**config.mk**
```make
export PLATFORM = sky130hd
export DESIGN_NAME = mem_port_flat
export DESIGN_NICKNAME = d
export VERILOG_FILES = /design/src/hw/memarray_pkg.sv /design/src/hw/membus_pkg.sv /design/src/hw/mem_req_if.sv /design/src/hw/mem_port.sv /design/src/flat_wrapper.sv
export SDC_FILE = /design/constraint.sdc
export NUM_CORES = 1
export LEC_CHECK = 0
export BUFFER_PORTS_ARGS = -buffer_cell sky130_fd_sc_hd__buf_2
export CORE_AREA = 5 5 326 328
export CTS_CLUSTER_DIAMETER = 120
export DETAILED_ROUTE_END_ITERATION = 10
export DIE_AREA = 0 0 331 333
export GPL_TIMING_DRIVEN = 0
export PLACE_DENSITY = 0.38
export SYNTH_ARGS = -nofsm -noshare
export SYNTH_HDL_FRONTEND = slang
export SYNTH_SLANG_ARGS = --single-unit
export TNS_END_PERCENT = 5
```
**constraint.sdc**
```tcl
create_clock -name bus_clk -period 2.48 [get_ports bus_clk]
set_clock_uncertainty 0.2 [all_clocks]
set_input_delay 0.124 -clock bus_clk [delete_from_list [all_inputs] [get_ports bus_clk]]
set_output_delay 0.124 -clock bus_clk [all_outputs]
set_load 0.005 [all_outputs]
```
**src/hw/memarray_pkg.sv**
```systemverilog
// Bank-side constants for the 256-bit line memory.
// Only address bits 12 to 4 reach the bank, higher bits alias.
package memarray_pkg;

   // Line geometry
   localparam int LINE_W     = 256;
   localparam int LINES      = 256;
   localparam int LINE_IDX_W = $clog2(LINES);
   localparam int BE_W       = LINE_W / 8;

   // Address bit picking the 128-bit half, and the lowest line index bit
   localparam int HALF_BIT = 4;
   localparam int LINE_LSB = 5;

   // Fixed access time in bus clocks
   localparam int ACCESS_CYC = 4;
   localparam int TIMER_W    = $clog2(ACCESS_CYC + 1);

   typedef enum logic {
      ACC_READ,
      ACC_WRITE
   } acc_kind_t;

endpackage

```
**src/hw/membus_pkg.sv**
```systemverilog
// Bus-side constants and types for the memory node on the split-transaction bus.
// Size codes above 4 are treated as a full 16-byte block.
package membus_pkg;

   ////////////////////////////////////////////////////////////////////////////
   // Bus geometry
   ////////////////////////////////////////////////////////////////////////////

   localparam int BUS_W       = 32;
   localparam int ADDR_W      = 16;
   localparam int BLOCK_BYTES = 16;
   localparam int BLOCK_W     = BLOCK_BYTES * 8;
   localparam int BEATS       = BLOCK_W / BUS_W;
   localparam int BEAT_W      = $clog2(BEATS);
   localparam int OFFSET_W    = $clog2(BLOCK_BYTES);

   // Size field, requesters place a log2 byte count in the low bits
   localparam int SIZE_W      = 12;
   localparam int SIZE_CODE_W = 3;
   localparam logic [SIZE_CODE_W-1:0] SIZE_CODE_BLOCK = 3'd4;

   // Value driven on the size lines when returning a block
   localparam logic [SIZE_W-1:0] SIZE_BLOCK = 12'h010;

   ////////////////////////////////////////////////////////////////////////////
   // Requesters
   ////////////////////////////////////////////////////////////////////////////

   // Bit positions in the one-hot destination lines
   localparam int DEST_W   = 3;
   localparam int DEST_IC  = 0;
   localparam int DEST_DC  = 1;
   localparam int DEST_DMA = 2;

   typedef enum logic [1:0] {
      SRC_IC,
      SRC_DC,
      SRC_DMA
   } src_t;

   // Sequencer states
   typedef enum logic [2:0] {
      IDLE,
      SLV_RX,
      BUS_REQ,
      MSTR_CTRL,
      MSTR_DATA
   } seq_state_t;

endpackage

```
**src/hw/mem_req_if.sv**
```systemverilog
// One memory access presented by the latch pipeline to the memory port.
// done pulses once per access; rdata is valid only with done on reads.
interface mem_req_if
   import membus_pkg::*, memarray_pkg::*;
();

   logic                   valid;
   acc_kind_t              kind;
   logic [ADDR_W-1:0]      addr;
   logic [SIZE_CODE_W-1:0] size;
   src_t                   src;
   logic [BLOCK_W-1:0]     wdata;

   // Answer from the port
   logic                   done;
   logic [BLOCK_W-1:0]     rdata;

   modport latch (
      output valid, kind, addr, size, src, wdata,
      input  done, rdata
   );

   modport port (
      input  valid, kind, addr, size, src, wdata,
      output done, rdata
   );

endinterface

```
**src/hw/mem_port.sv**
```systemverilog
// Memory port: access timer, write alignment and byte enables, read half select.
// Write data arrives low-aligned and is moved to the address offset here.
module mem_port
   import membus_pkg::*, memarray_pkg::*;
(
   input  logic                  bus_clk,
   input  logic                  arst_n,
   mem_req_if.port               req,
   output logic                  bank_en,
   output logic                  bank_we,
   output logic [LINE_IDX_W-1:0] bank_line,
   output logic [BE_W-1:0]       bank_be,
   output logic [LINE_W-1:0]     bank_wdata,
   input  logic [LINE_W-1:0]     bank_rdata
);

   logic [TIMER_W-1:0]         timer_q;
   logic [OFFSET_W:0]          nbytes;
   logic [BLOCK_BYTES:0]       mask;
   logic [BLOCK_BYTES-1:0]     be_half;
   logic [BLOCK_W-1:0]         shifted;

   ////////////////////////////////////////////////////////////////////////////
   // Access timer
   ////////////////////////////////////////////////////////////////////////////

   // Restarts after done so a back-to-back access gets its full time
   always_ff @(posedge bus_clk or negedge arst_n)
   begin
      if (!arst_n)
         timer_q <= '0;
      else if (!req.valid || req.done)
         timer_q <= '0;
      else
         timer_q <= timer_q + 1'b1;
   end

   assign req.done = req.valid && (timer_q == TIMER_W'(ACCESS_CYC));

   // Bank is hit one cycle early to cover its registered read
   assign bank_en   = req.valid && (timer_q == TIMER_W'(ACCESS_CYC - 1));
   assign bank_we   = bank_en && (req.kind == ACC_WRITE);
   assign bank_line = req.addr[LINE_LSB +: LINE_IDX_W];

   ////////////////////////////////////////////////////////////////////////////
   // Write alignment
   ////////////////////////////////////////////////////////////////////////////

   always_comb
   begin
      // Byte count is 2**size, clipped to the block
      if (req.size >= SIZE_CODE_BLOCK)
         nbytes = (OFFSET_W + 1)'(BLOCK_BYTES);
      else
         nbytes = (OFFSET_W + 1)'(1) << req.size;
      mask    = ((BLOCK_BYTES + 1)'(1) << nbytes) - 1'b1;
      be_half = BLOCK_BYTES'(mask << req.addr[OFFSET_W-1:0]);
      shifted = req.wdata << {req.addr[OFFSET_W-1:0], 3'b000};
   end

   assign bank_wdata = {shifted, shifted};
   assign bank_be    = req.addr[HALF_BIT] ? {be_half, {BLOCK_BYTES{1'b0}}}
                                          : {{BLOCK_BYTES{1'b0}}, be_half};

   // Reads return the whole aligned block from the addressed half
   assign req.rdata = req.addr[HALF_BIT] ? bank_rdata[LINE_W-1:BLOCK_W]
                                         : bank_rdata[BLOCK_W-1:0];

endmodule

```
**src/flat_wrapper.sv**
```systemverilog
// flat-port wrapper written by rule: the top's interface ports become plain ports
module mem_port_flat import membus_pkg::*, memarray_pkg::*;
  (bus_clk, arst_n, bank_en, bank_we, bank_line, bank_be, bank_wdata, bank_rdata, req_valid, req_kind, req_addr, req_size, req_src, req_wdata, req_done, req_rdata);
  mem_req_if req_i ();
  input  logic bus_clk;
  input  logic arst_n;
  output logic bank_en;
  output logic bank_we;
  output logic [LINE_IDX_W-1:0] bank_line;
  output logic [BE_W-1:0] bank_be;
  output logic [LINE_W-1:0] bank_wdata;
  input  logic [LINE_W-1:0] bank_rdata;
  input wire logic [$bits(req_i.valid)-1:0] req_valid;
  input wire logic [$bits(req_i.kind)-1:0] req_kind;
  input wire logic [$bits(req_i.addr)-1:0] req_addr;
  input wire logic [$bits(req_i.size)-1:0] req_size;
  input wire logic [$bits(req_i.src)-1:0] req_src;
  input wire logic [$bits(req_i.wdata)-1:0] req_wdata;
  output wire logic [$bits(req_i.done)-1:0] req_done;
  output wire logic [$bits(req_i.rdata)-1:0] req_rdata;
  assign req_i.valid = req_valid;
  assign req_i.kind = req_kind;
  assign req_i.addr = req_addr;
  assign req_i.size = req_size;
  assign req_i.src = req_src;
  assign req_i.wdata = req_wdata;
  assign req_done = req_i.done;
  assign req_rdata = req_i.rdata;
  mem_port u_core (.bus_clk(bus_clk), .arst_n(arst_n), .req(req_i), .bank_en(bank_en), .bank_we(bank_we), .bank_line(bank_line), .bank_be(bank_be), .bank_wdata(bank_wdata), .bank_rdata(bank_rdata));
endmodule
```
==> qor.yml, run 1 <==
die_height_um: 333
cp-end-kind: "output port"
layout_setup_ws_ns: -0.04742
layout.area.seq_um2: 75.07
synthesis.area_um2: 8145
drt_first_iter_violations: 840
hold_slack_ns: 0.01440
critical_path_depth: 11
drive_gt1_share_pct: 75.08
drtAntennaViolNets: 0
fp.dieArea_um2: 110200
route.met2.wl_um: 52600
grt_pass1_vias: 12330
fillers: 11990
worst_pin_slew_ns: 0.9943
path_delay_family: "buffers and inverters"
synth_nets: 1388
ys_types: 59
route.layer.met1.wl_um: 39830
io_buffers: 821
peakVddDrop_mv: 0.2959
synth-edff-count: 0
powerDensity_nw_per_um2: 261.6
wirelength_um: 104400
overflow: 0
multi_input_area_um2: 7156
synth-main-ff-cell: "dfrtp_1"
rsz0062_at_grt: "yes"
floorplan.io_pins: 836
maxCapViolCount: 0
cp.arrival_ns: 2.20
yosysWarnings: 0
total_power_mw: 3.986
critPathMaxStageDelay_ns: 0.40
ys_ff_latch: 3
postSynthAreaPerCell_um2: 8.354
failed_checks: "negative setup slack"
criticalPathCategory: "in2out"
vias_per_cell: 3.848
syn_inst: 975
cpMaxStageDelayCell: "a21oi_1"
drc_errors: 0
cts_tree: "yes"
placed_cells_incl_taps: 3176
antenna_found_initial: 51
hold_depth: 3
synth_top_area_share_pct: 19.08
crit_required_ns: 2.16
dp_slack_ns: -1.361
final_hold_viol_count: 0
die_w_um: 331
core_area_um2: 102900
nets: 2236
slew_headroom_pct: 33.71
synth_largest_area_cell: "mux4_2"
synthTopCellsByArea: "mux4_2 (19%), mux2_2 (19%), buf_4 (13%)"
cts-root-buf: "clkbuf_16"
grt_start_max_net_pins: 11
r2r_cells: 3
worstPathMaxFanout: 10
synth_seq_area_share_pct: 0.9217
crit_buf_inv: 8
async_flop_share_pct: 100.0
outcome: "finished with violations"
hpwl_um: 89320
cts_max_level: 1
crit_chain: "buf_2 > buf_12 > buf_12 > buf_12 > nor3_4 > buf_4 > buf_4 > a22oi_1 > a21oi_1 > buf_4 > buf_2"
highest_layer: "met5"
min_period_ns: 2.527
num_vias: 12380
clock_sinks: 3
firstDrtPassIters: 4
min_path_type: "in2reg"
cts_buffers: 3
setup_viol: 4
grt_pass1_wl_um: 129500
startpoint_type: "input pin"
wl_per_cell_um: 32.43
syn_to_final_growth_pct: 87.07
final_cells: 3218
top_register: "u_core.timer_q"
wl_met3_um: 8195
slew_viol_final: 0
clk_pin_slew_worst_paths_ns: 0.03
finalCritPeriodShare_pct: 101.9
start_util_pct: 7.915
grt_use_total_pct: 17.72
largestRegisters: "u_core.timer_q: 3 flops"
cts_buffer_depth: 2
gp_congestion: 0.8595
max_freq_mhz: 395.7
rows: 118
leakage_nw: 7.429
final_core_util_pct: 14.81
largest_reg_flops: 3
insertion_delay_ns: 0.22
-- logic make-up (layout without fill, tap and decap cells) --
kind of cell	after synthesis	after routing	share of synthesized area, %
compound gates	172	172	14.13
fa+ha+maj	4	4	0.6145
mux	313	313	51.15
simple gates	244	244	14.49
buf+inv	238	1085	18.65
flops	3	3	0.9216
other cells	1	17	0.04604
-- report_power, final --
group,total (mW),internal [mW],switching (mW)
sequential,0.0579,0.0545,0.00340
clock,0.258,0.212,0.0458
combinational,3.67,1.61,2.06
total,3.99,1.88,2.11
-- layer usage --
metal	vias up	global-route usage (%)
met5	-	0
met4	16	5.403
met3	178	3.770
met2	891	32.33
met1	6067	20.67
li1	5231	-
-- Yosys cell counts, types with 3 or more instances --
library cell / n
nor2_1: 58
nand3_1: 3
nand2_1: 83
or3_1: 4
ha_1: 4
mux4_2: 69
buf_2: 26
o22ai_1: 12
o21ai_1: 3
and2_1: 32
mux2i_1: 108
inv_1: 7
o21ai_0: 29
buf_6: 6
a211oi_1: 11
a22oi_1: 8
buf_1: 9
a31oi_1: 3
o32ai_1: 4
clkbuf_1: 42
a21oi_1: 56
dfrtp_1: 3
a2bb2oi_1: 9
mux2_2: 136
o2bb2ai_1: 8
and3_1: 22
o211a_1: 8
buf_4: 146
nor2b_1: 3
nor3_1: 25
-- repair_timing --
item | CTS | global route
hold buffers | 1 | 0
endpoints found under the setup margin | 345 | 85
resized for setup | 223 | 46
endpoints found under the hold margin | 3 | 0
buffers inserted | 6 | 15
pin swaps | 9 | 9
-- layout by cell type, fill, tap and decap left out, types with 22 or more instances in the layout --
cell,count
buf_4,167
nor3_1,25
mux2i_1,81
nor2_1,45
mux4_2,69
and2_1,32
buf_2,830
nand2_1,79
a21oi_1,35
mux2_2,136
and3_1,22
-- worst paths after layout --
kind / startpoint / end / slack, ns
max: req_addr[0] / bank_wdata[230] / -0.05
min: req_valid / u_core.timer_q[0] / 0.01
max reg2reg: u_core.timer_q[0] / u_core.timer_q[2] / 1.26
min reg2reg: u_core.timer_q[0] / u_core.timer_q[0] / 0.25
max in group asynchronous: arst_n / u_core.timer_q[2] / 1.93
min in group asynchronous: arst_n / u_core.timer_q[0] / 0.04
-- worst register-to-register path: cells and delay by family, from the launching register on --
kind | cells | cell delay (ns)
fa+ha+maj | 2 | 0.46
simple gates | 1 | 0.11
flops | 1 | 0.38
-- per-stage QoR --
| step | setup TNS, ns | cell area, um^2 |
|---|---|---|
| floorplan | 0 | 8145 |
| global route | -0.6202 | 15220 |
| finish | -0.1132 | 15240 |
| CTS | -0.7579 | 14930 |
| global placement | -239.79 | 13980 |
| detailed placement | -228.97 | 13990 |
-- final cells by class --
class	instances	share of cell area (%)
antenna	16	0.2628
buffer	229	11.74
clock buffer	4	0.5173
inverter	9	0.2546
multi-input combinational	734	46.96
sequential	3	0.4927
tap	1380	11.33
timing repair buffer	843	28.44
No activity file was read; power rests on OpenSTA's default activity.
==> inputs of run 2 (changes only) <==
==> constraint.sdc (replaced) <==
create_clock -name bus_clk -period 2.48 [get_ports bus_clk]
set_clock_uncertainty 0.2 [all_clocks]
set_input_delay 0.496 -clock bus_clk [delete_from_list [all_inputs] [get_ports bus_clk]]
set_output_delay 0.496 -clock bus_clk [all_outputs]
set_load 0.005 [all_outputs]
==> run 2 against run 1 <==
  * The flow still finishes with violations (negative setup slack)
  * Hold slack better by 0.25 ns
  * Global-route usage is 0.55 points higher
  * Non-clock buffer count is 49 higher
  * Wire length is 4.2% higher
  * Combinational power is 9.5% higher
  * Register-to-register slack hardly changed
  * Die area stayed put
  * Clock power hardly changed
  * Maximum frequency is 18% lower
  * Core utilization is 1.5 points higher
  * Critical path type unchanged
  * Highest routed layer unchanged
==> qor.yml, run 2 (synthesized netlist as in run 1, its figures left out) <==
combPwrFrac_pct: 92.8
cts_buffer_depth: 2
critPathMostFrequentCell: "buf_2"
layout_setup_ws_ns: -0.6111
p_int_mw: 2.118
final_cells: 3262
placed_cells_incl_taps: 3176
cts_max_level: 1
grt_start_max_net_pins: 11
floorplan.io_pins: 836
failed_checks: "negative setup slack"
max_freq_mhz: 323.5
overflow: 0
clk_pin_slew_worst_paths_ns: 0.03
hold_slack_ns: 0.2599
finalCritPeriodShare_pct: 124.6
startpoint_type: "input pin"
seqPwrFrac_pct: 1.3
cts_tree: "yes"
total_power_mw: 4.330
layout.area.seq_um2: 75.07
cpMaxStageDelayCell: "or4b_1"
worstPathMaxFanout: 11
crit_buf_inv: 4
final_cell_mix: "buf_2 (812), buf_4 (194), mux2_2 (136)"
die_height_um: 333
largestRegisters: "u_core.timer_q: 3 flops"
rows: 118
rsz0062_at_grt: "yes"
leakage_nw: 7.963
wl_per_cell_um: 33.34
io_buffers: 821
final_hold_viol_count: 0
path_delay_family: "compound AO/OA/AOI/OAI gates"
min_path_type: "reg2reg"
multi_input_area_um2: 7691
grt_pass1_wl_um: 132900
vias_per_cell: 3.949
grt_use_total_pct: 18.28
syn_to_final_growth_pct: 106.1
criticalPathCategory: "in2out"
cts_buffers: 3
final_area_um2: 16790
hpwl_um: 90800
fp.dieArea_um2: 110200
largest_reg_flops: 3
crit_required_ns: 1.78
cp-end-kind: "output port"
drive_gt1_share_pct: 80.17
setup_viol: 396
peakVddDrop_mv: 0.4785
drc_errors: 0
grt_pass1_vias: 12660
maxCapViolCount: 0
critPathMaxStageDelay_ns: 0.58
power_frac_clock_pct: 5.9
num_vias: 12880
min_period_ns: 3.091
p_sw_mw: 2.212
cp.arrival_ns: 2.40
top_register: "u_core.timer_q"
start_util_pct: 7.915
nets: 2285
drt_first_iter_violations: 1046
insertion_delay_ns: 0.22
core_area_um2: 102900
gp_congestion: 0.9115
cts-root-buf: "clkbuf_16"
drtAntennaViolNets: 0
worst_pin_slew_ns: 1.048
outcome: "finished with violations"
wirelength_um: 108800
mostFrequentLayoutCell: "buf_2"
antenna_found_initial: 52
slew_headroom_pct: 30.13
swShare_pct: 51.08
clock_sinks: 3
fillers: 11800
crit_chain: "buf_2 > buf_12 > or4b_1 > a211oi_2 > o21ai_2 > buf_4 > a21oi_1 > buf_2"
place_area_um2: 13990
slew_viol_final: 0
firstDrtPassIters: 5
powerDensity_nw_per_um2: 257.9
die_w_um: 331
run 2: changes by cell type in the layout (fill, tap and decap cells not counted), moves of 7 or more:
cell,delta
buf_4,+27
buf_12,+19
mux2i_1,-19
buf_2,-18
a21oi_1,-12
a21oi_2,+12
mux2i_4,+12
buf_6,+11
buf_16,+9
nor2_1,-8
o21ai_2,+8
clkbuf_2,-7
mux2i_2,+7
run 2: metrics by stage:
stage	TNS, ns	utilization [%]	setup slack (ns)
2_1_floorplan	-2.975	-	-0.1267
3_3_place_gp	-523.60	13.59	-2.149
3_5_place_dp	-512.50	13.60	-2.140
4_1_cts	-158.28	15.65	-0.6285
5_1_grt	-157.17	16.29	-0.6446
6_report	-130.89	16.31	-0.6111
run 2: power groups by stage:
stage                     registers (mW)  logic, mW  clock network (mW)
final                             0.0581       4.02               0.255
after global routing              0.0584       4.24               0.264
after CTS                         0.0579       3.93               0.258
after detailed placement          0.0583       3.45                   0
after global placement            0.0584       3.45                   0
after floorplan                   0.0576       1.50                   0
run 2: layout make-up:
class,instances,area share [%]
clock buffers,4,0.4696
inverters,9,0.2982
flip-flops and latches,3,0.4472
well taps,1380,10.29
repair buffers,892,29.77
diodes,11,0.1640
multi-input cells,734,45.82
plain buffers,229,12.75
run 2: worst register-to-register path, stage by stage, from the launching register on:
cell and delay, ns:
dfrtp_1 0.38, ha_1 0.20, ha_1 0.27, nor2_1 0.10
run 2: worst paths after layout:
check	start	endpoint	slack [ns]	cells past startpoint
worst max-delay path	req_addr[1]	bank_be[11]	-0.61	8
worst min-delay path	u_core.timer_q[0]	u_core.timer_q[0]	0.26	1
worst max register to register	u_core.timer_q[0]	u_core.timer_q[2]	1.25	3
worst min register to register	u_core.timer_q[0]	u_core.timer_q[0]	0.26	1
max in group asynchronous	arst_n	u_core.timer_q[1]	1.55	2
min in group asynchronous	arst_n	u_core.timer_q[2]	0.42	2
run 2: per-layer routing:
layer / routed length [um] / share of wire, % / track usage, %
met5: 204 / 0.19 / 0
met4: 4230 / 3.9 / 4.989
met3: 9263 / 8.5 / 4.074
met2: 55490 / 51 / 34.30
met1: 39580 / 36 / 20.65
run 2: timing repair:
item,in CTS,in global routing
cloned,4,3
resized for setup,390,101
setup buffers,45,18
pin swaps,32,18
endpoints found under the hold margin,3,0
endpoints found under the setup margin,416,416
hold buffers,1,0
