<file path="config.mk">
export PLATFORM = sky130hd
export DESIGN_NAME = bus_sequencer
export DESIGN_NICKNAME = d
export VERILOG_FILES = /design/src/hw/membus_pkg.sv /design/src/hw/bus_sequencer.sv
export SDC_FILE = /design/constraint.sdc
export NUM_CORES = 1
export LEC_CHECK = 0
export ABC_CLOCK_PERIOD_IN_PS = 1650
export BUFFER_PORTS_ARGS = -buffer_cell sky130_fd_sc_hd__buf_2
export CORE_AREA = 2 2 39 41
export CTS_BUF_LIST = sky130_fd_sc_hd__clkbuf_4
export CTS_CLUSTER_SIZE = 16
export DETAILED_ROUTE_END_ITERATION = 6
export DIE_AREA = 0 0 41 43
export PLACE_DENSITY = 0.55
export SLEW_MARGIN = 20
export SYNTH_ARGS = -nofsm -noshare
export SYNTH_HDL_FRONTEND = slang
export SYNTH_SLANG_ARGS = --single-unit
</file>
<file path="constraint.sdc">
create_clock -name bus_clk -period 1.65 [get_ports bus_clk]
set_clock_uncertainty 0.1 [all_clocks]
set_input_delay 0.0825 -clock bus_clk [delete_from_list [all_inputs] [get_ports bus_clk]]
set_output_delay 0.0825 -clock bus_clk [all_outputs]
set_load 0.005 [all_outputs]
</file>
<file path="src/hw/membus_pkg.sv">
// Bus-side constants and types for the memory node on the split-transaction bus.
// Size codes above 4 are treated as a full 16-byte block.
package membus_pkg;

   ////////////////////////////////////////////////////////////////////////////
   // Bus geometry
   ////////////////////////////////////////////////////////////////////////////

   localparam int BUS_W       = 32;
   localparam int ADDR_W      = 16;
   localparam int BLOCK_BYTES = 16;
   localparam int BLOCK_W     = BLOCK_BYTES * 8;
   localparam int BEATS       = BLOCK_W / BUS_W;
   localparam int BEAT_W      = $clog2(BEATS);
   localparam int OFFSET_W    = $clog2(BLOCK_BYTES);

   // Size field, requesters place a log2 byte count in the low bits
   localparam int SIZE_W      = 12;
   localparam int SIZE_CODE_W = 3;
   localparam logic [SIZE_CODE_W-1:0] SIZE_CODE_BLOCK = 3'd4;

   // Value driven on the size lines when returning a block
   localparam logic [SIZE_W-1:0] SIZE_BLOCK = 12'h010;

   ////////////////////////////////////////////////////////////////////////////
   // Requesters
   ////////////////////////////////////////////////////////////////////////////

   // Bit positions in the one-hot destination lines
   localparam int DEST_W   = 3;
   localparam int DEST_IC  = 0;
   localparam int DEST_DC  = 1;
   localparam int DEST_DMA = 2;

   typedef enum logic [1:0] {
      SRC_IC,
      SRC_DC,
      SRC_DMA
   } src_t;

   // Sequencer states
   typedef enum logic [2:0] {
      IDLE,
      SLV_RX,
      BUS_REQ,
      MSTR_CTRL,
      MSTR_DATA
   } seq_state_t;

endpackage

</file>
<file path="src/hw/bus_sequencer.sv">
// Bus handshake FSM: slave receive, bus request and master return of a block.
// bg must stay high until the node drives its control lines.
module bus_sequencer
   import membus_pkg::*;
(
   input  logic              bus_clk,
   input  logic              arst_n,
   input  logic [DEST_W-1:0] dest_in,
   input  logic              bus_rw_in,
   input  logic              bg,
   input  logic              ack_in,
   input  logic              wr_full,
   input  logic              ret_pending,
   output logic              ack_out,
   output logic              br,
   output logic              bus_ctrl_oe,
   output logic              bus_d_oe,
   output logic              accept,
   output logic              beat_en,
   output logic [BEAT_W-1:0] beat_idx,
   output logic              ret_done
);

   seq_state_t        state_q;
   seq_state_t        state_d;
   logic [BEAT_W-1:0] beat_cnt_q;
   logic              bus_claimed;
   logic              grant;
   logic              last_beat;

   assign bus_claimed = |dest_in;

   // A granted return wins over a requester waiting for ack
   assign grant     = ret_pending && bg;
   assign last_beat = (beat_cnt_q == BEAT_W'(BEATS - 1));

   ////////////////////////////////////////////////////////////////////////////
   // Next state
   ////////////////////////////////////////////////////////////////////////////

   always_comb
   begin
      state_d = state_q;
      unique case (state_q)
         IDLE:
         begin
            if (grant)
               state_d = MSTR_CTRL;
            else if (ack_out && bus_rw_in)
               state_d = SLV_RX;
            else if (ret_pending && !bus_claimed)
               state_d = BUS_REQ;
         end
         SLV_RX:
            if (last_beat)
               state_d = IDLE;
         BUS_REQ:
         begin
            // Another requester got the bus first, serve it
            if (grant)
               state_d = MSTR_CTRL;
            else if (bus_claimed)
               state_d = IDLE;
         end
         MSTR_CTRL:
            if (ack_in)
               state_d = MSTR_DATA;
         MSTR_DATA:
            if (last_beat)
               state_d = IDLE;
         default:
            state_d = IDLE;
      endcase
   end

   always_ff @(posedge bus_clk or negedge arst_n)
   begin
      if (!arst_n)
         state_q <= IDLE;
      else
         state_q <= state_d;
   end

   // Beat counter, runs only while data moves on the bus
   always_ff @(posedge bus_clk or negedge arst_n)
   begin
      if (!arst_n)
         beat_cnt_q <= '0;
      else if (state_q == SLV_RX || state_q == MSTR_DATA)
         beat_cnt_q <= beat_cnt_q + 1'b1;
      else
         beat_cnt_q <= '0;
   end

   ////////////////////////////////////////////////////////////////////////////
   // Outputs
   ////////////////////////////////////////////////////////////////////////////

   assign ack_out     = (state_q == IDLE) && bus_claimed && !wr_full && !grant;
   assign accept      = ack_out;
   assign beat_en     = (state_q == SLV_RX);
   assign beat_idx    = beat_cnt_q;
   assign bus_ctrl_oe = (state_q == MSTR_CTRL);
   assign bus_d_oe    = (state_q == MSTR_DATA);
   assign ret_done    = (state_q == MSTR_DATA) && last_beat;
   assign br          = ret_pending && !ret_done;

   // The write latch fills on ack, so a second ack cannot follow directly
   a_ack_single: assert property (@(posedge bus_clk) disable iff (!arst_n)
      ack_out |=> !ack_out);

   // Returned data stays held in the latches until the last beat
   a_data_held: assert property (@(posedge bus_clk) disable iff (!arst_n)
      bus_d_oe |-> ret_pending);

endmodule

</file>
==> key figures, run 1 <==
Global routing
  – First-pass GRT wire length: 1.214 mm
  – Largest net degree at the start of global routing: 11
  – Initial antenna violation count: 0
  – Total Routing Usage GR: 0.1028
  – Vias in the first global route: 315
  – Remaining Overflow, GRT: 0

Power and ir drop
  – Pwr Density: 1345 nW/um^2
  – Leak: 0.2268 nW
  – VDD IR max: 0.4394 mV

Timing
  – Fin crit share: 0.9245
  – Final Max Tran Viols: 0
  – Fin Hold WS: 0.01854 ns
  – RSZ-0062 raised after global routing: false
  – Setup total negative slack: 0 ns
  – Fin crit period: 1.525 ns
  – Slew @ Worst Pin: 0.3296 ns
  – Fin. Hold Viols: 0
  – FMAX: 0.6556 GHz
  – Final setup violation count: 0
  – Max-slew headroom: 0.7803

Route
  – Residual DRC: 0
  – Vias: 319
  – DRT iter0 DRCs: 0
  – WL final: 739 um
  – Antenna viol nets, final: 0
  – Pre-Repair DR Iteration Count: 1
  – Vias per inst: 4.493
  – Wire per inst: 10.41 um

Critical path
  – Critical R2R Launch: beat_idx[0]
  – Worst path arrival time: 1.34 ns
  – Worst R2R End: state_q[0]
  – Critical Path RT: 1.47 ns
  – Worst setup SP type: register
  – CP Max Fanout: 7
  – CP endpoint kind: output port
  – Reg-to-reg slack, setup: 0.39 ns
  – R2R depth: 4
  – CP Class: register to output port

Place
  – RD Place Congestion: 0.7479
  – Number of buffers added on ports: 18
  – DP HPWL: 612.7 um

CTS
  – Clock slew at reported path FFs: 0.04 ns
  – Post-CTS Setup Repair Bufs: 0
  – Maximum clock insertion buffer count: 2
  – CTS H-tree lvls: 1
  – Sink Count: 5
  – Clk_lat worst skew: 0.24 ns
  – Root Buffer: clkbuf_4
  – Cts bufs inserted: 3
  – CTS tree: done

Final layout
  – Layout Nets: 67
  – Most frequent cells in the layout: 18 x buf_2, 5 x dfrtp_1, 4 x nand2_1, 4 x clkbuf_4, 3 x nor2_1
  – Share of cells above drive strength 1: 0.4909
  – Ant diodes: 0
  – Most common cell after layout, fill and taps aside: buf_2
  – Fillers: 154
  – Area grow syn2layout: 52.46%
  – Final Util: 0.3363

Synth
  – Post-synthesis sequential area ratio: 0.4098
  – XOR/XNOR Fraction of Synth Area: 0.02869
  – Mapped Nets: 45
  – Adder-Cell Fraction of Synth Area: 0.04098
  – Post-Syn Area: 305.3 sq um
  – Post-synth cell types: 22
  – FFs w/ async S/R, synth: 1.000
  – Synthesized flop and latch total: 5
  – Area leader, netlist: dfrtp_1
  – Post-synth EDFFs: 0
  – Mux contribution to synthesized area: 0
  – Synth Warn #: 0
  – Synth area leaders: dfrtp_1 41%, nor3b_1 7.4%, nand2_1 4.9%, ha_1 4.1%, nor2_1 3.7%
  – Post-Syn Area per Cell: 8.979 sq um
  – Cells after synthesis: 34
  – Synth Area in Simple Gates: 0.3115
  – Post-synthesis compound-gate area fraction: 0.1475
  – Main flop type after synthesis: dfrtp_1
  – Area share of the largest cell type after synthesis: 0.4098
  – Largest family of logic cells by synthesized area: simple AND/OR/NAND/NOR gates

Floorplanning
  – Core area: 1384 sq um
  – Initial Utilization: 0.2206
  – DIE WIDTH: 41 um
  – IO Count: 19
  – Area of the die: 1763 sq um
  – # rows: 14
  – DIE HEIGHT: 43 um

Run
  – Max-cap violation count: 0

Outcome
  – Outcome: complete, no violations

Hold path
  – HP Class: input pin to register
  – Hold path endpoint: state_q[0]
  – Worst hold path startpoint: bus_rw_in
  – Hold Path Depth: 3
## worst max-delay path, stage by stage, from the launching register on
cell and delay, ns:
dfrtp_1 0.49, nor3b_2 0.27, and2_1 0.18, nor2b_1 0.05
buf_2 0.12
## area by class of cell
type | count | area, sq um | share of cell area
Multi-Input combinational cell | 25 | 176.4 | 0.3790
Sequential cell | 5 | 125.1 | 0.2688
Timing Repair Buffer | 20 | 110.1 | 0.2366
Clock buffer | 4 | 30.03 | 0.06452
Tap cell | 16 | 20.02 | 0.04301
Inverter | 1 | 3.754 | 0.008065
## where the power goes
part / switching (mW) / internal [mW]
sequential: 0.0731 / 0.170
combinational: 0.0965 / 0.132
clock: 0.0466 / 0.108
## timing repair
item	CTS	global route
hold buffers	2	0
hold endpoints to repair	6	0
resized for setup	1	2
endpoints found under the setup margin	1	2
## metrics by stage
| step | power, mW | worst slack, ns | cells | area, sq um |
|---|---|---|---|---|
| finish | 0.6259 | 0.1246 | 71 | 465.4 |
| detailed placement | 0.4668 | 0.2549 | 65 | 400.4 |
| global placement | 0.4548 | 0.2587 | 65 | 400.4 |
| CTS | 0.6337 | 0.1078 | 71 | 455.4 |
| floorplan | 0.3754 | 0.2784 | 34 | 305.3 |
| global route | 0.6956 | 0.0007780 | 71 | 465.4 |
## per-layer routing
metal  part of all wire  vias to the layer above  track usage
li1                   -                      160            -
met1               0.40                      148       0.1173
met2               0.52                       11       0.1594
met3              0.077                        0      0.03141
met4                  0                        0      0.06000
met5                  0                        -            0
## cells in the mapped netlist, types with 2 or more instances
cell type  count
clkbuf_1       2
dfrtp_1        5
nand2_1        4
nor2_1         3
nor3b_1        3
## logic make-up after synthesis
family / count (synthesis)
simple gates: 17
fa+ha+maj: 1
compound gates: 6
flops: 5
buf+inv: 4
xor+xnor: 1
## flip-flops by register name, summed over array words and instances, names as in the netlist
name and flops:
beat_idx 2, state_q 3
## worst max-delay path by stage
stage                     startpoint       to  slack, ns  depth (start not counted)
after global placement    state_q[2]       br       0.26                          4
after detailed placement  state_q[2]       br       0.25                          4
final                     state_q[2]       br       0.12                          4
after floorplan           state_q[0]  ack_out       0.28                          5
after global routing      state_q[2]       br     0.0008                          4
after CTS                 state_q[0]  ack_out       0.11                          4
Note: power is estimated with default switching activity, not from simulation.
==> run 2: changes to the inputs <==
Settings changed: REMOVE_ABC_BUFFERS set to 1.
==> run 2 against run 1 <==
Effect of this change: total power shrank 0.55%; flip-flop and latch count is the same; sequential share of layout area grew 0.22 points; first-iteration DRC count grew 3; largest power group unchanged; die area is the same; non-clock buffer count is the same; critical path type unchanged; critical path depth is the same; setup slack gained 0.016 ns; cell count is the same; wire length shrank 4.9%; maximum frequency grew 1.1%.
==> key figures, run 2 (same netlist as run 1, synthesis figures left out) <==
Critical path
  – Worst path arrival time: 1.33 ns (about the same)
  – Slowest stage cell, crit path: dfrtp_1
  – CP Class: register to output port
  – Worst setup SP type: register
  – CP Max Fanout: 8 (+1)
  – Worst Setup SP: state_q[0]
  – WP buf/inv: 1 (unchanged)
  – CP endpoint kind: output port
  – Crit-path max cell delay: 0.46 ns (-0.03 ns)
  – Critical Path RT: 1.47 ns (about the same)
  – Crit-path leading delay family: flip-flops
  – Crit path cell chain: a21oi_1 > nand2_1 > nor4_2 > buf_2
  – Critical R2R Launch: beat_idx[0]

Power and ir drop
  – VDD IR max: 0.4518 mV (+2.8%)
  – Leak: 0.2269 nW (about the same)
  – Pwr Density: 1348 nW/um^2 (+0.26%)

Global routing
  – Initial antenna violation count: 0 (unchanged)
  – Largest net degree at the start of global routing: 11 (unchanged)
  – Remaining Overflow, GRT: 0 (unchanged)
  – First-pass GRT wire length: 1.000 mm (-18%)
  – Total Routing Usage GR: 0.09063 (-0.01219)
  – Vias in the first global route: 254 (-19%)

Run
  – Max-cap violation count: 0 (unchanged)

Floorplanning
  – DIE WIDTH: 41 um (unchanged)
  – IO Count: 19 (unchanged)
  – DIE HEIGHT: 43 um (unchanged)
  – # rows: 14 (unchanged)
  – Core area: 1384 sq um (unchanged)
  – Initial Utilization: 0.2206 (unchanged)
  – Area of the die: 1763 sq um (unchanged)

Final layout
  – Max reg flops: 3 (unchanged)
  – Share of cells above drive strength 1: 0.4727 (-0.01818)
  – Most common cell after layout, fill and taps aside: buf_2
  – Fillers: 170 (+10%)
  – Layout Nets: 67 (unchanged)
  – Fin cells: 71 (unchanged)
  – Ant diodes: 0 (unchanged)
  – Area grow syn2layout: 51.23%
  – Area of the multi-input gates: 172.7 sq um (-2.1%)
  – FF/Latch Area: 125.1 sq um (unchanged)
  – Largest reg by FF count: state_q
  – Most frequent cells in the layout: 18 x buf_2, 5 x dfrtp_1, 4 x nand2_1, 4 x clkbuf_4, 3 x nor2_1

CTS
  – Sink Count: 5 (unchanged)
  – CTS H-tree lvls: 1 (unchanged)
  – Root Buffer: clkbuf_4
  – CTS tree: done
  – Clock slew at reported path FFs: 0.04 ns (about the same)
  – Maximum clock insertion buffer count: 2 (unchanged)
  – Post-CTS Setup Repair Bufs: 0 (unchanged)
  – Cts bufs inserted: 3 (unchanged)
  – Clk_lat worst skew: 0.24 ns (about the same)

Hold path
  – HP Class: input pin to register
  – Worst hold path startpoint: bus_rw_in

Route
  – Residual DRC: 0 (unchanged)
  – DRT iter0 DRCs: 3 (+3)
  – Antenna viol nets, final: 0 (unchanged)
  – Vias: 328 (+2.8%)
  – WL final: 703 um (-4.9%)
  – Vias per inst: 4.620 (+2.8%)
  – Wire per inst: 9.901 um (-4.9%)
  – Pre-Repair DR Iteration Count: 4 (+3)

Outcome
  – Outcome: complete, no violations

Place
  – Number of buffers added on ports: 18 (unchanged)
  – RD Place Congestion: 0.7144 (-4.5%)
  – DP HPWL: 546.9 um (-11%)
  – Post-Place Cells: 65 (unchanged)
  – Dpl ws: 0.3046 ns (+0.04975 ns)

Timing
  – Final Max Tran Viols: 0 (unchanged)
  – Final setup violation count: 0 (unchanged)
  – Fin Hold WS: 0.02227 ns (+0.003725 ns)
  – Max-slew headroom: 0.7788 (-0.001413)
  – Fin crit period: 1.509 ns (-0.01648 ns)
  – FMAX: 0.6627 GHz (+1.1%)
  – Post-layout worst setup margin: 0.1411 ns (+0.01648 ns)
  – RSZ-0062 raised after global routing: false
  – Slew @ Worst Pin: 0.3317 ns (+0.002120 ns)
  – Setup total negative slack: 0 ns (unchanged)
  – Fin. Hold Viols: 0 (unchanged)
  – Fin crit share: 0.9145 (-0.009988)
[run 2: cell counts in the layout (fill, tap and decap cells not counted)]
Identical to the previous run, type by type.
[run 2: path summary, 6_finish.rpt]
kind	to	slack, ns	depth (start not counted)
hold reg to reg	beat_idx[0]	0.36	1
max in group asynchronous	state_q[1]	1.23	2
hold / removal	state_q[0]	0.02	3
setup / recovery	ack_out	0.14	4
setup reg to reg	state_q[0]	0.39	4
min in group asynchronous	beat_idx[0]	0.08	2
[run 2: layer usage]
layer	routed length, um	track usage
met5	0	0
met4	0	0.06000
met3	113	0.06283
met2	291	0.1125
met1	297	0.1071
[run 2: per-stage QoR]
stage,utilization,power (mW),instance area (sq um)
finish,0.3336,0.6225,461.7
global route,0.3336,0.6833,461.7
CTS,0.3255,0.6319,450.4
detailed placement,0.2893,0.4632,400.4
global placement,0.2893,0.4619,400.4
floorplan,-,0.3598,290.3
[run 2: worst min-delay path: stages]
cell and delay, ns:
buf_2 0.10, nand3_1 0.06, a221oi_1 0.07
[run 2: cell type report]
class | instances | share of cell area
Clock buffer | 4 | 0.06504
Inverter | 1 | 0.008130
Multi-Input combinational cell | 25 | 0.3740
Sequential cell | 5 | 0.2710
Tap cell | 16 | 0.04336
Timing Repair Buffer | 20 | 0.2385
[run 2: where the power goes]
group	switching, mW	total (mW)	internal [mW]
clock network	0.0474	0.155	0.108
registers	0.0706	0.240	0.170
logic	0.0971	0.227	0.130
[run 2: what timing repair did]
item | CTS | global route
endpoints found under the hold margin | 6 | 0
setup endpoints to repair | 0 | 3
hold buffers | 2 | 0
gates resized for setup | 0 | 2
==> run 3: changes to the inputs <==
--- a/constraint.sdc
+++ b/constraint.sdc
@@ -4,2 +4,2 @@
 set_output_delay 0.0825 -clock bus_clk [all_outputs]
-set_load 0.005 [all_outputs]
+set_load 0.01 [all_outputs]
==> run 3 against run 2 <==
Effect of this change: global-route usage shrank 0.60 points; sequential share of layout area shrank 1.1 points; register-to-register slack worse by 0.03 ns; critical path type unchanged.
==> key figures, run 3 (same netlist as run 1, synthesis figures left out) <==
Global routing
  – Routing usage on met2: 0.1219 (+0.009375)
  – Initial antenna violation count: 0 (unchanged)
  – Total Routing Usage GR: 0.08459 (-0.006042)
  – Vias in the first global route: 270 (+6.3%)
  – Met3 Usage GRT: 0.04712 (-0.01571)
  – GRT Max-Usage Layer: met2
  – Largest net degree at the start of global routing: 11 (unchanged)
  – Remaining Overflow, GRT: 0 (unchanged)
  – Met1 Use GR: 0.1071 (unchanged)
  – First-pass GRT wire length: 1.007 mm (+0.70%)

Final layout
  – Share of cells above drive strength 1: 0.4912 (+0.01850)
  – FF/Latch Area: 125.1 sq um (unchanged)
  – Max reg flops: 3 (unchanged)
  – Fillers: 149 (-12%)
  – Area grow syn2layout: 57.38%
  – Final Util: 0.3472 (+0.01356)
  – Ant diodes: 0 (unchanged)
  – Area of the multi-input gates: 176.4 sq um (+2.2%)
  – Largest reg by FF count: state_q
  – Most frequent cells in the layout: 18 x buf_2, 5 x dfrtp_1, 4 x nand2_1
  – Layout Nets: 69 (+3.0%)
  – Most common cell after layout, fill and taps aside: buf_2
  – Fin cells: 73 (+2.8%)

Outcome
  – Outcome: complete, no violations

Timing
  – Fin crit period: 1.518 ns (+0.009366 ns)
  – Fin crit share: 0.9202 (+0.005676)
  – Setup total negative slack: 0 ns (unchanged)
  – FMAX: 0.6586 GHz (-0.62%)
  – Fin. Hold Viols: 0 (unchanged)
  – Max-slew headroom: 0.7917 (+0.01283)
  – RSZ-0062 raised after global routing: false
  – Final Max Tran Viols: 0 (unchanged)
  – Slew @ Worst Pin: 0.3125 ns (-0.01925 ns)
  – Final setup violation count: 0 (unchanged)

Floorplanning
  – # rows: 14 (unchanged)
  – Area of the die: 1763 sq um (unchanged)
  – DIE HEIGHT: 43 um (unchanged)
  – IO Count: 19 (unchanged)
  – Core area: 1384 sq um (unchanged)
  – Initial Utilization: 0.2206 (unchanged)
  – DIE WIDTH: 41 um (unchanged)

CTS
  – Post-CTS Setup Repair Bufs: 0 (unchanged)
  – Cts bufs inserted: 3 (unchanged)
  – CTS H-tree lvls: 1 (unchanged)
  – Maximum clock insertion buffer count: 2 (unchanged)
  – Sink Count: 5 (unchanged)
  – Clock slew at reported path FFs: 0.05 ns (about the same)
  – Root Buffer: clkbuf_4
  – CTS tree: done
  – Clk_lat worst skew: 0.24 ns (about the same)

Route
  – Antenna viol nets, final: 0 (unchanged)
  – Vias per inst: 4.370 (-5.4%)
  – WL final: 712 um (+1.3%)
  – Wire per inst: 9.753 um (-1.5%)
  – DRT iter0 DRCs: 2 (-1)
  – Vias: 319 (-2.7%)
  – Residual DRC: 0 (unchanged)
  – Pre-Repair DR Iteration Count: 2 (-2)

Place
  – Number of buffers added on ports: 18 (unchanged)
  – RD Place Congestion: 0.7146 (about the same)
  – Post-Place Cells: 66 (+1.5%)
  – DP HPWL: 560.5 um (+2.5%)

Critical path
  – Worst setup SP type: register
  – CP endpoint kind: output port
  – Critical Path RT: 1.47 ns (about the same)
  – CP Max Fanout: 8 (unchanged)
  – CP Class: register to output port
  – Crit-path max cell delay: 0.47 ns (about the same)
  – Worst path arrival time: 1.34 ns (about the same)
  – Slowest stage cell, crit path: dfrtp_1
  – Crit path cell chain: a21oi_2 > nand2_1 > nor4_2 > buf_2

Hold path
  – HP Class: input pin to register

Run
  – Max-cap violation count: 0 (unchanged)

Power and ir drop
  – Overall power: 0.6466 mW (+3.9%)
  – Leak: 0.2357 nW (+3.9%)
  – VDD IR max: 0.4412 mV (-2.4%)
  – Pwr Density: 1346 nW/um^2 (-0.18%)
-- run 3: changes by cell type in the layout (fill, tap and decap cells not counted) --
| cell | change |
|---|---|
| a21oi_1 | -1 |
| a21oi_2 | +1 |
| buf_4 | +1 |
| clkbuf_4 | -1 |
| clkinv_2 | +1 |
| dlygate4sd3_1 | +1 |
-- run 3: per-stage QoR --
step / area [sq um] / hold WS [ns] / worst slack [ns]
after floorplan: 290.3 / -0.3131 / 0.1923
after global placement: 407.9 / -0.2005 / 0.3107
after detailed placement: 407.9 / -0.1986 / 0.2855
after CTS: 465.4 / 0.04344 / 0.009236
after global routing: 480.5 / 0.09090 / 0.02266
final: 480.5 / 0.06486 / 0.1317
-- run 3: cell type report --
cell class,instances,area share
inverters,1,0.007812
multi-input cells,25,0.3672
well taps,16,0.04167
clock inverters,1,0.01042
repair buffers,22,0.2656
clock buffers,3,0.04687
flip-flops and latches,5,0.2604
-- run 3: worst paths after layout --
kind | startpoint | to | slack (ns) | depth (start not counted)
min in group asynchronous | arst_n | state_q[1] | 0.09 | 2
worst max register to register | beat_idx[0] | state_q[0] | 0.36 | 4
max in group asynchronous | arst_n | state_q[2] | 1.23 | 2
worst min register to register | beat_idx[0] | beat_idx[0] | 0.37 | 1
worst max-delay path | state_q[0] | accept | 0.13 | 4
worst min-delay path | wr_full | state_q[0] | 0.06 | 4
-- run 3: routing by layer --
layer	share of wire	routed length (um)
met5	0	0
met3	0.13	89
met2	0.41	289
met1	0.47	333
met4	0	0
-- run 3: what timing repair did --
action                                  4_1_cts  5_1_grt
hold endpoints to repair                      7        0
endpoints found under the setup margin        0        4
hold buffers                                  3        0
gates resized for setup                       0        3
-- run 3: power by group --
group          switching (mW)  internal, mW  total [mW]
Clock                  0.0524        0.0878       0.140
Sequential             0.0632         0.169       0.233
Combinational           0.134         0.140       0.274
Total                   0.250         0.397       0.647
-- run 3: critical path: cells and delay by family, from the launching register on --
family	cells	cell delay [ns]
buffers and inverters	1	0.19
DFF	1	0.47
and+or+nand+nor	2	0.26
AOI/OAI and AO/OA	1	0.17
